File: src/common/sched_cfg.svh
/* Sizes of the egress scheduler: ports, queues, FIFO depth, bus word and field widths */

`ifndef SCHED_CFG_SVH
`define SCHED_CFG_SVH

// Egress ports and priority queues per port
`define SCHED_NUM_PORTS   4
`define SCHED_PRIOS       4
`define SCHED_NUM_QUEUES  16

// Widths of the queue number fields
`define SCHED_PORT_W      2
`define SCHED_PRIO_W      2
`define SCHED_QUEUE_W     4

// Descriptor FIFOs
`define SCHED_FIFO_DEPTH  8
`define SCHED_PTR_W       3
`define SCHED_CNT_W       4

// Packet lengths and bus words
`define SCHED_WORD_BYTES  64
`define SCHED_WORD_BYTES_W 7
`define SCHED_LEN_W       11
`define SCHED_LEN_LSB     16

// Wishbone data width
`define SCHED_WB_DW       32

`endif

File: src/common/sched_pkg.sv
/* Scheduler types: queue, port and priority numbers, lengths, masks, segmenter FSM */

`default_nettype none

`include "sched_cfg.svh"

package sched_pkg;

    // Queue number, port in the upper bits and priority in the lower bits
    typedef logic [`SCHED_QUEUE_W-1:0] queue_id_t;
    typedef logic [`SCHED_PORT_W-1:0]  port_id_t;
    typedef logic [`SCHED_PRIO_W-1:0]  prio_t;

    // Packet length in bytes
    typedef logic [`SCHED_LEN_W-1:0] pkt_len_t;

    // Bytes in one bus word, 1 to 64
    typedef logic [`SCHED_WORD_BYTES_W-1:0] word_bytes_t;

    // One bit per queue or per port
    typedef logic [`SCHED_NUM_QUEUES-1:0] queue_mask_t;
    typedef logic [`SCHED_NUM_PORTS-1:0]  port_mask_t;

    // Word segmenter FSM
    typedef enum logic {
        seg_idle,
        seg_send
    } seg_state_t;

endpackage

`default_nettype wire

File: src/rtl/enqueue_wb_slave.sv
/* Wishbone classic slave: descriptor enqueue writes and empty flag status reads */

`timescale 1ns/1ns
`default_nettype none

`include "sched_cfg.svh"

module enqueue_wb_slave (
    input  wire                        core_clk_ifc,
    input  wire                        rst_n,
    input  wire                        wb_cyc,
    input  wire                        wb_stb,
    input  wire                        wb_we,
    input  wire                        wb_adr,
    input  wire  [`SCHED_WB_DW-1:0]    wb_dat_w,
    input  sched_pkg::queue_mask_t     queue_full,
    input  sched_pkg::queue_mask_t     queue_empty,
    output logic [`SCHED_WB_DW-1:0]    wb_dat_r,
    output logic                       wb_ack,
    output logic                       wb_err,
    output logic                       push,
    output sched_pkg::queue_id_t       push_queue,
    output sched_pkg::pkt_len_t        push_len
);

    logic                 req;
    logic                 enq_wr;
    logic                 enq_full;
    sched_pkg::queue_id_t enq_queue;

    // New request only once the previous reply has gone low
    assign req       = wb_cyc & wb_stb & ~wb_ack & ~wb_err;
    assign enq_wr    = req & wb_we & (wb_adr == 1'b0);
    assign enq_queue = sched_pkg::queue_id_t'(wb_dat_w[`SCHED_QUEUE_W-1:0]);
    assign enq_full  = queue_full[enq_queue];

    always_ff @(posedge core_clk_ifc or negedge rst_n) begin
        if (!rst_n) begin
            wb_ack <= 1'b0;
            wb_err <= 1'b0;
            push   <= 1'b0;
        end else begin
            wb_ack <= req & ~(enq_wr & enq_full);
            wb_err <= enq_wr & enq_full;
            push   <= enq_wr & ~enq_full;
        end
    end

    // Descriptor fields and read data follow the request
    always_ff @(posedge core_clk_ifc) begin
        push_queue <= enq_queue;
        push_len   <= wb_dat_w[`SCHED_LEN_LSB +: `SCHED_LEN_W];
        if (req && !wb_we && wb_adr) begin
            wb_dat_r <= {{(`SCHED_WB_DW - `SCHED_NUM_QUEUES){1'b0}}, queue_empty};
        end else begin
            wb_dat_r <= '0;
        end
    end

endmodule

`default_nettype wire

File: src/rtl/pkt_len_queues.sv
/* Sixteen circular length FIFOs with push, pop, head read and empty/full flags */

`timescale 1ns/1ns
`default_nettype none

`include "sched_cfg.svh"

module pkt_len_queues (
    input  wire                     core_clk_ifc,
    input  wire                     rst_n,
    input  wire                     push,
    input  sched_pkg::queue_id_t    push_queue,
    input  sched_pkg::pkt_len_t     push_len,
    input  wire                     pop,
    input  sched_pkg::queue_id_t    pop_queue,
    output sched_pkg::queue_mask_t  queue_empty,
    output sched_pkg::queue_mask_t  queue_full,
    output sched_pkg::pkt_len_t     head_len
);

    sched_pkg::pkt_len_t      mem    [`SCHED_NUM_QUEUES][`SCHED_FIFO_DEPTH];
    logic [`SCHED_PTR_W-1:0]  rd_ptr [`SCHED_NUM_QUEUES];
    logic [`SCHED_PTR_W-1:0]  wr_ptr [`SCHED_NUM_QUEUES];
    logic [`SCHED_CNT_W-1:0]  count  [`SCHED_NUM_QUEUES];

    logic do_push;
    logic do_pop;

    assign do_push = push & ~queue_full[push_queue];
    assign do_pop  = pop & ~queue_empty[pop_queue];

    always_comb begin
        for (int q = 0; q < `SCHED_NUM_QUEUES; q++) begin
            queue_empty[q] = (count[q] == '0);
            queue_full[q]  = (count[q] == `SCHED_CNT_W'(`SCHED_FIFO_DEPTH));
        end
    end

    // Head of the queue being popped, read without a register
    assign head_len = mem[pop_queue][rd_ptr[pop_queue]];

    always_ff @(posedge core_clk_ifc) begin
        if (do_push) begin
            mem[push_queue][wr_ptr[push_queue]] <= push_len;
        end
    end

    ////////////////////////////////////////////////////////////////////////////
    // Pointers and occupancy

    always_ff @(posedge core_clk_ifc or negedge rst_n) begin
        if (!rst_n) begin
            for (int q = 0; q < `SCHED_NUM_QUEUES; q++) begin
                rd_ptr[q] <= '0;
                wr_ptr[q] <= '0;
                count[q]  <= '0;
            end
        end else begin
            for (int q = 0; q < `SCHED_NUM_QUEUES; q++) begin
                if (do_push && push_queue == sched_pkg::queue_id_t'(q)) begin
                    wr_ptr[q] <= wr_ptr[q] + 1'b1;
                end
                if (do_pop && pop_queue == sched_pkg::queue_id_t'(q)) begin
                    rd_ptr[q] <= rd_ptr[q] + 1'b1;
                end
                // Push and pop on the same queue leave the count as it is
                case ({do_push && push_queue == sched_pkg::queue_id_t'(q),
                       do_pop && pop_queue == sched_pkg::queue_id_t'(q)})
                    2'b10:   count[q] <= count[q] + 1'b1;
                    2'b01:   count[q] <= count[q] - 1'b1;
                    default: count[q] <= count[q];
                endcase
            end
        end
    end

endmodule

`default_nettype wire

File: src/scheduler/port_arbiter.sv
/* Stage 1: round-robin grant of an egress port with queued work, ready and idle */

`timescale 1ns/1ns
`default_nettype none

`include "sched_cfg.svh"

module port_arbiter (
    input  wire                     core_clk_ifc,
    input  wire                     rst_n,
    input  sched_pkg::queue_mask_t  queue_empty,
    input  sched_pkg::port_mask_t   egr_ready,
    input  sched_pkg::port_mask_t   seg_busy_ports,
    input  wire                     stage_full,
    output logic                    grant_valid,
    output sched_pkg::port_id_t     grant_port
);

    sched_pkg::port_mask_t eligible;
    sched_pkg::port_id_t   rr_ptr;
    sched_pkg::port_id_t   pick;
    sched_pkg::port_id_t   cand;
    logic                  pick_valid;

    // Any queue of the port holds a descriptor
    for (genvar p = 0; p < `SCHED_NUM_PORTS; p++) begin : g_elig
        assign eligible[p] = ~(&queue_empty[p*`SCHED_PRIOS +: `SCHED_PRIOS])
                           & egr_ready[p] & ~seg_busy_ports[p];
    end

    // Search from rr_ptr upward, the nearest eligible port wins
    always_comb begin
        pick_valid = 1'b0;
        pick       = rr_ptr;
        cand       = rr_ptr;
        for (int i = `SCHED_NUM_PORTS - 1; i >= 0; i--) begin
            cand = rr_ptr + sched_pkg::port_id_t'(i);
            if (eligible[cand]) begin
                pick_valid = 1'b1;
                pick       = cand;
            end
        end
    end

    ////////////////////////////////////////////////////////////////////////////
    // Grant register

    always_ff @(posedge core_clk_ifc or negedge rst_n) begin
        if (!rst_n) begin
            grant_valid <= 1'b0;
            grant_port  <= '0;
            rr_ptr      <= '0;
        end else begin
            grant_valid <= 1'b0;
            // One grant in flight at a time, busy bit shows from the next cycle
            if (pick_valid && !grant_valid && !stage_full) begin
                grant_valid <= 1'b1;
                grant_port  <= pick;
                rr_ptr      <= pick + sched_pkg::port_id_t'(1);
            end
        end
    end

endmodule

`default_nettype wire

File: src/scheduler/prio_select.sv
/* Stage 2: strict-priority pick of the highest non-empty queue of the granted port */

`timescale 1ns/1ns
`default_nettype none

`include "sched_cfg.svh"

module prio_select (
    input  wire                     core_clk_ifc,
    input  wire                     rst_n,
    input  wire                     grant_valid,
    input  sched_pkg::port_id_t     grant_port,
    input  sched_pkg::queue_mask_t  queue_empty,
    output logic                    sel_valid,
    output sched_pkg::queue_id_t    sel_queue
);

    sched_pkg::prio_t best_prio;

    // Ascending scan, so the last hit is the highest priority
    always_comb begin
        best_prio = '0;
        for (int i = 0; i < `SCHED_PRIOS; i++) begin
            if (!queue_empty[{grant_port, sched_pkg::prio_t'(i)}]) begin
                best_prio = sched_pkg::prio_t'(i);
            end
        end
    end

    ////////////////////////////////////////////////////////////////////////////
    // Selection register

    // The port was granted with work queued and stays busy until its packet
    // ends, so the grant always finds a non-empty queue here
    always_ff @(posedge core_clk_ifc or negedge rst_n) begin
        if (!rst_n) begin
            sel_valid <= 1'b0;
        end else begin
            sel_valid <= grant_valid;
        end
    end

    always_ff @(posedge core_clk_ifc) begin
        if (grant_valid) begin
            sel_queue <= {grant_port, best_prio};
        end
    end

endmodule

`default_nettype wire

File: src/rtl/word_segmenter.sv
/* Stage 3: pops the selected packet, emits its bus-word notifications, tracks busy ports */

`timescale 1ns/1ns
`default_nettype none

`include "sched_cfg.svh"

module word_segmenter (
    input  wire                     core_clk_ifc,
    input  wire                     rst_n,
    input  wire                     grant_valid,
    input  sched_pkg::port_id_t     grant_port,
    input  wire                     sel_valid,
    input  sched_pkg::queue_id_t    sel_queue,
    input  sched_pkg::pkt_len_t     head_len,
    input  sched_pkg::port_mask_t   egr_ready,
    output logic                    pop,
    output sched_pkg::queue_id_t    pop_queue,
    output sched_pkg::port_mask_t   seg_busy_ports,
    output logic                    stage_full,
    output logic                    notif_valid,
    output sched_pkg::queue_id_t    notif_queue,
    output sched_pkg::word_bytes_t  notif_bytes,
    output logic                    notif_last
);

    sched_pkg::seg_state_t state;
    sched_pkg::port_mask_t busy_q;
    sched_pkg::queue_id_t  hold_queue;
    sched_pkg::queue_id_t  cur_queue;
    sched_pkg::port_id_t   cur_port;
    sched_pkg::pkt_len_t   remain;
    logic                  hold_valid;
    logic                  last_word;

    assign cur_port  = cur_queue[`SCHED_QUEUE_W-1 -: `SCHED_PORT_W];
    assign last_word = (remain <= sched_pkg::pkt_len_t'(`SCHED_WORD_BYTES));

    // Start the held packet as soon as the FSM is idle
    assign pop            = (state == sched_pkg::seg_idle) & hold_valid;
    assign pop_queue      = hold_queue;
    assign stage_full     = hold_valid | sel_valid;
    assign seg_busy_ports = busy_q;

    // Words follow the port's ready in the same cycle
    assign notif_valid = (state == sched_pkg::seg_send) & egr_ready[cur_port];
    assign notif_queue = cur_queue;
    assign notif_bytes = last_word ? sched_pkg::word_bytes_t'(remain)
                                   : sched_pkg::word_bytes_t'(`SCHED_WORD_BYTES);
    assign notif_last  = notif_valid & last_word;

    ////////////////////////////////////////////////////////////////////////////
    // FSM, holding register and busy ports

    always_ff @(posedge core_clk_ifc or negedge rst_n) begin
        if (!rst_n) begin
            state      <= sched_pkg::seg_idle;
            hold_valid <= 1'b0;
            busy_q     <= '0;
        end else begin
            case (state)
                sched_pkg::seg_idle: if (hold_valid) state <= sched_pkg::seg_send;
                sched_pkg::seg_send: if (notif_last) state <= sched_pkg::seg_idle;
                default:             state <= sched_pkg::seg_idle;
            endcase
            if (sel_valid) begin
                hold_valid <= 1'b1;
            end else if (pop) begin
                hold_valid <= 1'b0;
            end
            if (notif_last) begin
                busy_q[cur_port] <= 1'b0;
            end
            if (grant_valid) begin
                busy_q[grant_port] <= 1'b1;
            end
        end
    end

    always_ff @(posedge core_clk_ifc) begin
        if (sel_valid) begin
            hold_queue <= sel_queue;
        end
        if (pop) begin
            cur_queue <= hold_queue;
            remain    <= head_len;
        end else if (notif_valid && !last_word) begin
            remain <= remain - sched_pkg::pkt_len_t'(`SCHED_WORD_BYTES);
        end
    end

endmodule

`default_nettype wire

File: src/rtl/pkt_sched_top.sv
/* Scheduler top: Wishbone enqueue slave, length FIFOs and the three pipeline stages */

`timescale 1ns/1ns
`default_nettype none

`include "sched_cfg.svh"

module pkt_sched_top (
    input  wire                     core_clk_ifc,
    input  wire                     rst_n,
    input  wire                     wb_cyc,
    input  wire                     wb_stb,
    input  wire                     wb_we,
    input  wire                     wb_adr,
    input  wire  [`SCHED_WB_DW-1:0] wb_dat_w,
    output logic [`SCHED_WB_DW-1:0] wb_dat_r,
    output logic                    wb_ack,
    output logic                    wb_err,
    input  sched_pkg::port_mask_t   egr_ready,
    output logic                    notif_valid,
    output sched_pkg::queue_id_t    notif_queue,
    output sched_pkg::word_bytes_t  notif_bytes,
    output logic                    notif_last
);

    // Enqueue path
    logic                   push;
    sched_pkg::queue_id_t   push_queue;
    sched_pkg::pkt_len_t    push_len;
    sched_pkg::queue_mask_t queue_full;
    sched_pkg::queue_mask_t queue_empty;

    // Dequeue path
    logic                   pop;
    sched_pkg::queue_id_t   pop_queue;
    sched_pkg::pkt_len_t    head_len;

    // Pipeline between the stages
    logic                   grant_valid;
    sched_pkg::port_id_t    grant_port;
    logic                   sel_valid;
    sched_pkg::queue_id_t   sel_queue;
    sched_pkg::port_mask_t  seg_busy_ports;
    logic                   stage_full;

    enqueue_wb_slave enq_slave_i (
        .core_clk_ifc (core_clk_ifc), .rst_n       (rst_n),
        .wb_cyc       (wb_cyc),       .wb_stb      (wb_stb),
        .wb_we        (wb_we),        .wb_adr      (wb_adr),
        .wb_dat_w     (wb_dat_w),     .queue_full  (queue_full),
        .queue_empty  (queue_empty),  .wb_dat_r    (wb_dat_r),
        .wb_ack       (wb_ack),       .wb_err      (wb_err),
        .push         (push),         .push_queue  (push_queue),
        .push_len     (push_len)
    );

    pkt_len_queues queues_i (
        .core_clk_ifc (core_clk_ifc), .rst_n       (rst_n),
        .push         (push),         .push_queue  (push_queue),
        .push_len     (push_len),     .pop         (pop),
        .pop_queue    (pop_queue),    .queue_empty (queue_empty),
        .queue_full   (queue_full),   .head_len    (head_len)
    );

    port_arbiter arbiter_i (
        .core_clk_ifc   (core_clk_ifc),   .rst_n       (rst_n),
        .queue_empty    (queue_empty),    .egr_ready   (egr_ready),
        .seg_busy_ports (seg_busy_ports), .stage_full  (stage_full),
        .grant_valid    (grant_valid),    .grant_port  (grant_port)
    );

    prio_select prio_i (
        .core_clk_ifc (core_clk_ifc), .rst_n       (rst_n),
        .grant_valid  (grant_valid),  .grant_port  (grant_port),
        .queue_empty  (queue_empty),  .sel_valid   (sel_valid),
        .sel_queue    (sel_queue)
    );

    word_segmenter segmenter_i (
        .core_clk_ifc   (core_clk_ifc),   .rst_n       (rst_n),
        .grant_valid    (grant_valid),    .grant_port  (grant_port),
        .sel_valid      (sel_valid),      .sel_queue   (sel_queue),
        .head_len       (head_len),       .egr_ready   (egr_ready),
        .pop            (pop),            .pop_queue   (pop_queue),
        .seg_busy_ports (seg_busy_ports), .stage_full  (stage_full),
        .notif_valid    (notif_valid),    .notif_queue (notif_queue),
        .notif_bytes    (notif_bytes),    .notif_last  (notif_last)
    );

endmodule

`default_nettype wire

File: config.mk
export PLATFORM = sky130hd
export DESIGN_NAME = pkt_sched_top
export DESIGN_NICKNAME = d
export VERILOG_FILES = /design/src/common/sched_pkg.sv /design/src/rtl/enqueue_wb_slave.sv /design/src/rtl/pkt_len_queues.sv /design/src/scheduler/port_arbiter.sv /design/src/scheduler/prio_select.sv /design/src/rtl/word_segmenter.sv /design/src/rtl/pkt_sched_top.sv
export VERILOG_INCLUDE_DIRS = /design/src /design/src/common
export SDC_FILE = /design/constraint.sdc
export NUM_CORES = 2
export LEC_CHECK = 0
export ABC_AREA = 0
export BUFFER_PORTS_ARGS = -buffer_cell sky130_fd_sc_hd__buf_2
export CORE_ASPECT_RATIO = 1.4
export CORE_UTILIZATION = 38
export CTS_BUF_LIST = sky130_fd_sc_hd__clkbuf_8
export DETAILED_ROUTE_END_ITERATION = 8
export GPL_ROUTABILITY_DRIVEN = 0
export PLACE_DENSITY = 0.65
export SYNTH_ARGS = -nofsm -noshare
export SYNTH_HDL_FRONTEND = slang
export SYNTH_SLANG_ARGS = --single-unit
export TNS_END_PERCENT = 10
File: constraint.sdc
create_clock -name core_clk_ifc -period 10.45 [get_ports core_clk_ifc]
set_clock_uncertainty 0.05 [all_clocks]
set_input_delay 0 -clock core_clk_ifc [delete_from_list [all_inputs] [get_ports core_clk_ifc]]
set_output_delay 0 -clock core_clk_ifc [all_outputs]
set_load 0.02 [all_outputs]
After elaboration in Yosys (flattened, before gate mapping):

Memories as Yosys holds them, arrays and structs flattened. A register that Yosys moved wholly into a read port is not among the register bits.
Index checks and enable logic that the tools add are counted.

* add/sub/neg operators: 69
* order comparisons: 20
* eq/ne operators: 78
* mux-type cells: 77
* bitwise logic cells: 45
* reductions and logical operators: 85

Operators with widths (count)
* $eq A4 B4 Y1 const B: 32
* $pmux W4 S2: 16
* $add A3 B1 Y3 const B: 32
* $mux W88: 1
* $logic_not A4 Y1: 18
* $add A4 B1 Y4 const B: 16
* $sub A4 B1 Y4 const B: 16
* $mux W11: 5
* $logic_and A1 B1 Y1: 40
* $reduce_bool A2 Y1: 18
* $bmux W11 S3: 1
* $demux W11 S3: 1
* $eq A2 B1 Y1 const B: 16
* $eq A2 B2 Y1 const B: 16
* $eq A4 B3 Y1 const B: 8
* $lt A4 B5 Y1 const B: 6
* $mux W1: 25
* $bmux W3 S4: 2
* $and A1 B1 Y1: 21
* $lt A2 B3 Y1 const B: 6
* $bmux W1 S2: 8
* $eq A4 B2 Y1 const B: 4
* $not A1 Y1: 16
* $reduce_and A4 Y1: 4
* other kinds (24): 46

* bits in registers: 245
* RAM bits: 1408
* bits of input ports: 42
* word-level logic and storage cells: 443
* memories: 1

Memories
* queues_i.mem: depth 16, width 88, rd ports 1, clocked after Yosys merged registers in 1, wr ports 1, line pkt_len_queues.sv:21 `` sched_pkg::pkt_len_t mem [`SCHED_NUM_QUEUES][`SCHED_FIFO_DEPTH]; ``

Depth between registers and ports, before layout:

* word-level depth: 14
* gate-level depth with buffers: 17
* gate-level depth less buffers: 14

Cells and area by module:

From an unflattened synthesis, not the netlist that was laid out.

* cells, all modules: 3429
* area, all modules: 66621.4 um2

By module, submodules not included
* pkt_len_queues: times used 1, cells an instance 3197, area an instance 63734.9 um2
* word_segmenter: times used 1, cells an instance 95, area an instance 1154.9 um2
* enqueue_wb_slave: times used 1, cells an instance 80, area an instance 1102.3 um2
* port_arbiter: times used 1, cells an instance 46, area an instance 404.1 um2
* prio_select: times used 1, cells an instance 11, area an instance 225.2 um2

Worst setup path before layout:

OpenSTA, ideal clock, no wires.

* path type: flip-flop to flip-flop
* start: register enq_slave_i.push_queue[1]
* end: register queues_i.count[19] in the netlist's numbering
* setup time: 125 ps
* arrival time: 3143 ps
* required time: 10275 ps
* setup slack: 7131 ps
* stages on the path, launching flop included: 17
* path buffers: 3
* clock period less this slack: 3319 ps
* cell sequence: dfxtp_1 -> buf_2 -> or4bb_1 -> buf_4 -> o22ai_1 -> or4_1 -> a211oi_2 -> clkbuf_2 -> and2b_1 -> inv_1 -> ha_1 -> ha_1 -> a21o_1 -> a21oi_1 -> xnor2_1 -> nor2_1 -> xor2_1

* cells in the longest elaborated chain, start to end: 7
* elaborated cells on any way between the ends: 10

RTL lines
* start: declaration: line enqueue_wb_slave.sv:22 `output sched_pkg::queue_id_t push_queue,`
* start signal: assignment: line enqueue_wb_slave.sv:51 `push_queue <= enq_queue;`
* $bmux W1 S4: line pkt_len_queues.sv:29 `assign do_push = push & ~queue_full[push_queue];`
* $mux W1 (implied by the code): line pkt_len_queues.sv:29
* $not A1 Y1: line pkt_len_queues.sv:29
* $and A1 B1 Y1: line pkt_len_queues.sv:29
* $logic_and A1 B1 Y1 (*): line pkt_len_queues.sv:67 `case ({do_push && push_queue == sched_pkg::queue_id_t'(q),`
* $eq A2 B1 Y1 / $eq A2 B2 Y1 (equally long branches): line pkt_len_queues.sv:67
* $pmux W4 S2 / $reduce_bool A2 Y1 (equally long branches)
* end signal: indexed assignment: line pkt_len_queues.sv:69 `2'b10: count[q] <= count[q] + 1'b1;`
* end signal: indexed assignment: line pkt_len_queues.sv:70 `2'b01: count[q] <= count[q] - 1'b1;`
* end signal: indexed assignment: line pkt_len_queues.sv:71 `default: count[q] <= count[q];`
* end: declaration: line pkt_len_queues.sv:24 `` logic [`SCHED_CNT_W-1:0] count [`SCHED_NUM_QUEUES]; ``

Every way passes the cells marked *; elsewhere a longest branch is shown, timed or not. The select of a mux whose other input is x is not followed.
A chain may end at the register's enable or synchronous reset.

Worst setup path after layout:

* start: register enq_slave_i.push_queue[0]
* end: register queues_i.count[35] in the netlist's numbering

Same word-level chain as after synthesis.

==> impl_metrics.yaml <==
sta:
  max_slew_margin: 0.165
  drv_slew: 0
  setup_viol: 0
  timing.setup.tns_ns: 0
  hold_viol: 0
  fmax_mhz: 199
  rsz0062_at_grt: "no"
  fin_crit_sh: 0.480
  final.min_clock_period_ns: 5.01
  worstMarginPinSlew_ns: 1.25
detailed_routing:
  drc: 0
  ant_nets: 0
  drt_iter0_markers: 2924
  wl_um: 153000
  wl_per_cell_um: 25.0
  dr.pass1.iters: 5
  via_per_inst: 5.35
  vias: 32700
critical_path:
  startpoint_type: "flip-flop"
  regToRegSetupSlack_ns: 5.44
  path_max_fanout: 26
  cp.arrival_ns: 5.73
  endpoint_kind: "flip-flop"
  cp.required_ns: 11.17
  worst-r2r-cell-count: 15
  path_class: "flip-flop to flip-flop"
status:
  status: "finished, final reports clean"
pwr:
  p_int_mw: 11.2
  p_switching_mw: 4.41
  total_power_mw: 15.6
  powerDensity_nw_per_um2: 209
  p_clk_frac: 0.313
  combPwrFrac: 0.208
  switching_share: 0.282
  leakage_nw: 25.3
  peakVddDrop_v: 0.000215
  pwr-share-seq: 0.479
global_route:
  grtUsageTotal: 0.173
  grt_max_degree: 110
  grt_pass1_vias: 34100
  grt_pass1_wl_um: 227000
  antenna_found_initial: 2
  grt_overflow: 0
logic_synthesis:
  syn_inst: 3390
  yosysWarnings: 0
  yosysSeqAreaShare: 0.718
  netlist_area_um2: 67000
  synthTopCellsByArea: "edfxtp_1, mux4_2, dfrtp_1"
  syn_area_per_cell_um2: 19.8
  ys_seq_elements: 1641
  yosysTopAreaCell: "edfxtp_1"
  synth_ff_type: "edfxtp_1"
  synth_edf_count: 1431
  async_flop_share: 0.107
  ys_types: 79
  netlist.area_leader.share: 0.642
cts:
  clock_sinks: 1641
  cts_tree: "built"
  cts_hold_buf: 52
  numCtsBuffers: 228
  insertion_delay_ns: 0.93
  cts_setup_buffers: 0
  cts_root_buf: "clkbuf_8"
  clk_path_buf_depth: 3
  cts_resized: 0
  htree_levels: 4
  clk_transition_reported_paths_ns: 0.07
floorplan:
  rows: 181
  die-width_um: 357
  core_area_um2: 174000
  die_y_um: 499
  start_util: 0.384
  die-area_um2: 178000
  io_pins: 89
final_layout:
  synthToLayoutAreaGrowth_pct: 11.6
  fillCellCount: 15100
  final_cell_count_no_fill: 6108
  layout_commonest_cell: "edfxtp_1"
  final_cell_mix: "edfxtp_1, mux4_2, nor2_1"
  nNetsFinal: 3754
  drive_gt1_frac: 0.253
job:
  drv_cap: 0
worst_hold_path:
  holdCritPathClass: "input pin to async pin"
placement:
  place_inst: 5627
  io_buffers: 55
  dp_hpwl_um: 94700
[stage by stage]
| step | setup slack (ns) | instance area, um2 | utilization | hold slack (ns) |
|---|---|---|---|---|
| 6_report | 5.44 | 74700 | 0.428 | 0.115 |
| 5_1_grt | 5.19 | 74700 | 0.428 | 0.0974 |
| 4_1_cts | 5.40 | 74700 | 0.428 | 0.0428 |
| 3_5_place_dp | 5.43 | 69700 | 0.400 | -0.0562 |
| 3_3_place_gp | 5.47 | 69700 | 0.400 | -0.0612 |
| 2_1_floorplan | 7.13 | 67000 | - | -0.346 |
[path summary, 6_finish.rpt]
| kind | end | from |
|---|---|---|
| max | queues_i.count[35] | enq_slave_i.push_queue[0] |
| min | queues_i.count[56] | rst_n |
| max reg2reg | queues_i.count[35] | enq_slave_i.push_queue[0] |
| min reg2reg | segmenter_i.pop_queue[0] | prio_i.sel_queue[0] |
| max in group asynchronous | queues_i.rd_ptr[34] | rst_n |
| min in group core_clk_ifc | enq_slave_i.push_len[9] | wb_dat_w[25] |
[state kept, by name, indices dropped and copies added (netlist names), 4 cells and up, named ones only]
register	flops
enq_slave_i.push_len	11
enq_slave_i.push_queue	4
enq_slave_i.wb_dat_r	16
prio_i.sel_queue	4
queues_i.count	64
queues_i.mem	1408
queues_i.rd_ptr	48
queues_i.wr_ptr	48
segmenter_i.notif_queue	4
segmenter_i.pop_queue	4
segmenter_i.remain	11
segmenter_i.seg_busy_ports	4
[cell type report]
type                            count  area (um2)  area share
Tap cell                         2287        2860      0.0383
Clock inverter                    189        1190      0.0160
Timing Repair Buffer              160        1280      0.0171
Inverter                           65         244     0.00327
Clock buffer                      238        3280      0.0438
Multi-Input combinational cell   1526       17700       0.238
Antenna cell                        2        5.00   0.0000670
Sequential cell                  1641       48100       0.644
[cells in the mapped netlist (5+ instances only)]
cell type,count
nor4_1,13
or4b_2,9
nand2b_1,16
nand2_1,94
a21oi_1,43
o22ai_1,7
edfxtp_1,1431
nor3_1,16
or3_1,5
buf_4,29
mux4_1,6
a22o_1,6
mux2_2,65
o21ai_0,37
clkbuf_1,60
nor2_4,8
dfrtp_1,175
a21o_1,10
fa_1,8
and2b_1,10
o221ai_1,5
xor2_1,85
a211o_1,5
mux2i_1,69
nand4_1,9
xnor2_1,55
a22oi_1,17
dfxtp_1,35
nor2b_1,18
nand3b_1,10
nand3_1,17
nand2_4,8
or4_1,12
nor4b_1,11
buf_1,10
a211oi_1,6
inv_1,63
nor2_1,241
and2_1,8
mux4_2,437
o211ai_1,11
a41oi_1,6
ha_1,82
buf_6,16
buf_2,53
[cells by family (layout without fill, tap and decap cells)]
logic type | count (synthesis) | count (layout) | synth area share
AOI/OAI and AO/OA | 178 | 178 | 0.0181
DFF | 1641 | 1641 | 0.718
other | 1 | 18 | 0.0000560
buffers and inverters | 238 | 652 | 0.0182
xor gates and xnor gates | 140 | 140 | 0.0183
adders and majority gates | 90 | 90 | 0.0177
and+or+nand+nor | 524 | 524 | 0.0392
muxes | 578 | 578 | 0.171
[power by group through the flow]
stage,combinational (mW),clock [mW],sequential [mW]
2_1_floorplan,2.38,0,7.48
3_3_place_gp,3.24,0,7.63
3_5_place_dp,3.26,0,7.63
4_1_cts,3.30,4.99,7.50
5_1_grt,3.43,5.24,7.51
6_report,3.25,4.89,7.49
[critical path, stage by stage, from the launching register on]
cell and delay (ns):
dfxtp_1 1.07, or4b_2 0.81, o22ai_1 0.17, or4_1 0.55, a211oi_2 0.16, buf_4 0.23
inv_2 0.23, nor2_4 0.21, inv_1 0.14, ha_1 0.25, ha_1 0.28, a21o_1 0.17
a21oi_1 0.16, xnor2_1 0.14, nor2_1 0.06, xor2_1 0.14
[routing by layer]
layer	routed length, um	GRT usage	vias to the layer above
li1	-	-	14100
met1	59400	0.217	17200
met2	80500	0.302	1077
met3	8340	0.0282	254
met4	4420	0.0572	0
met5	0	0	-
Note: power is estimated with default switching activity, not from simulation.
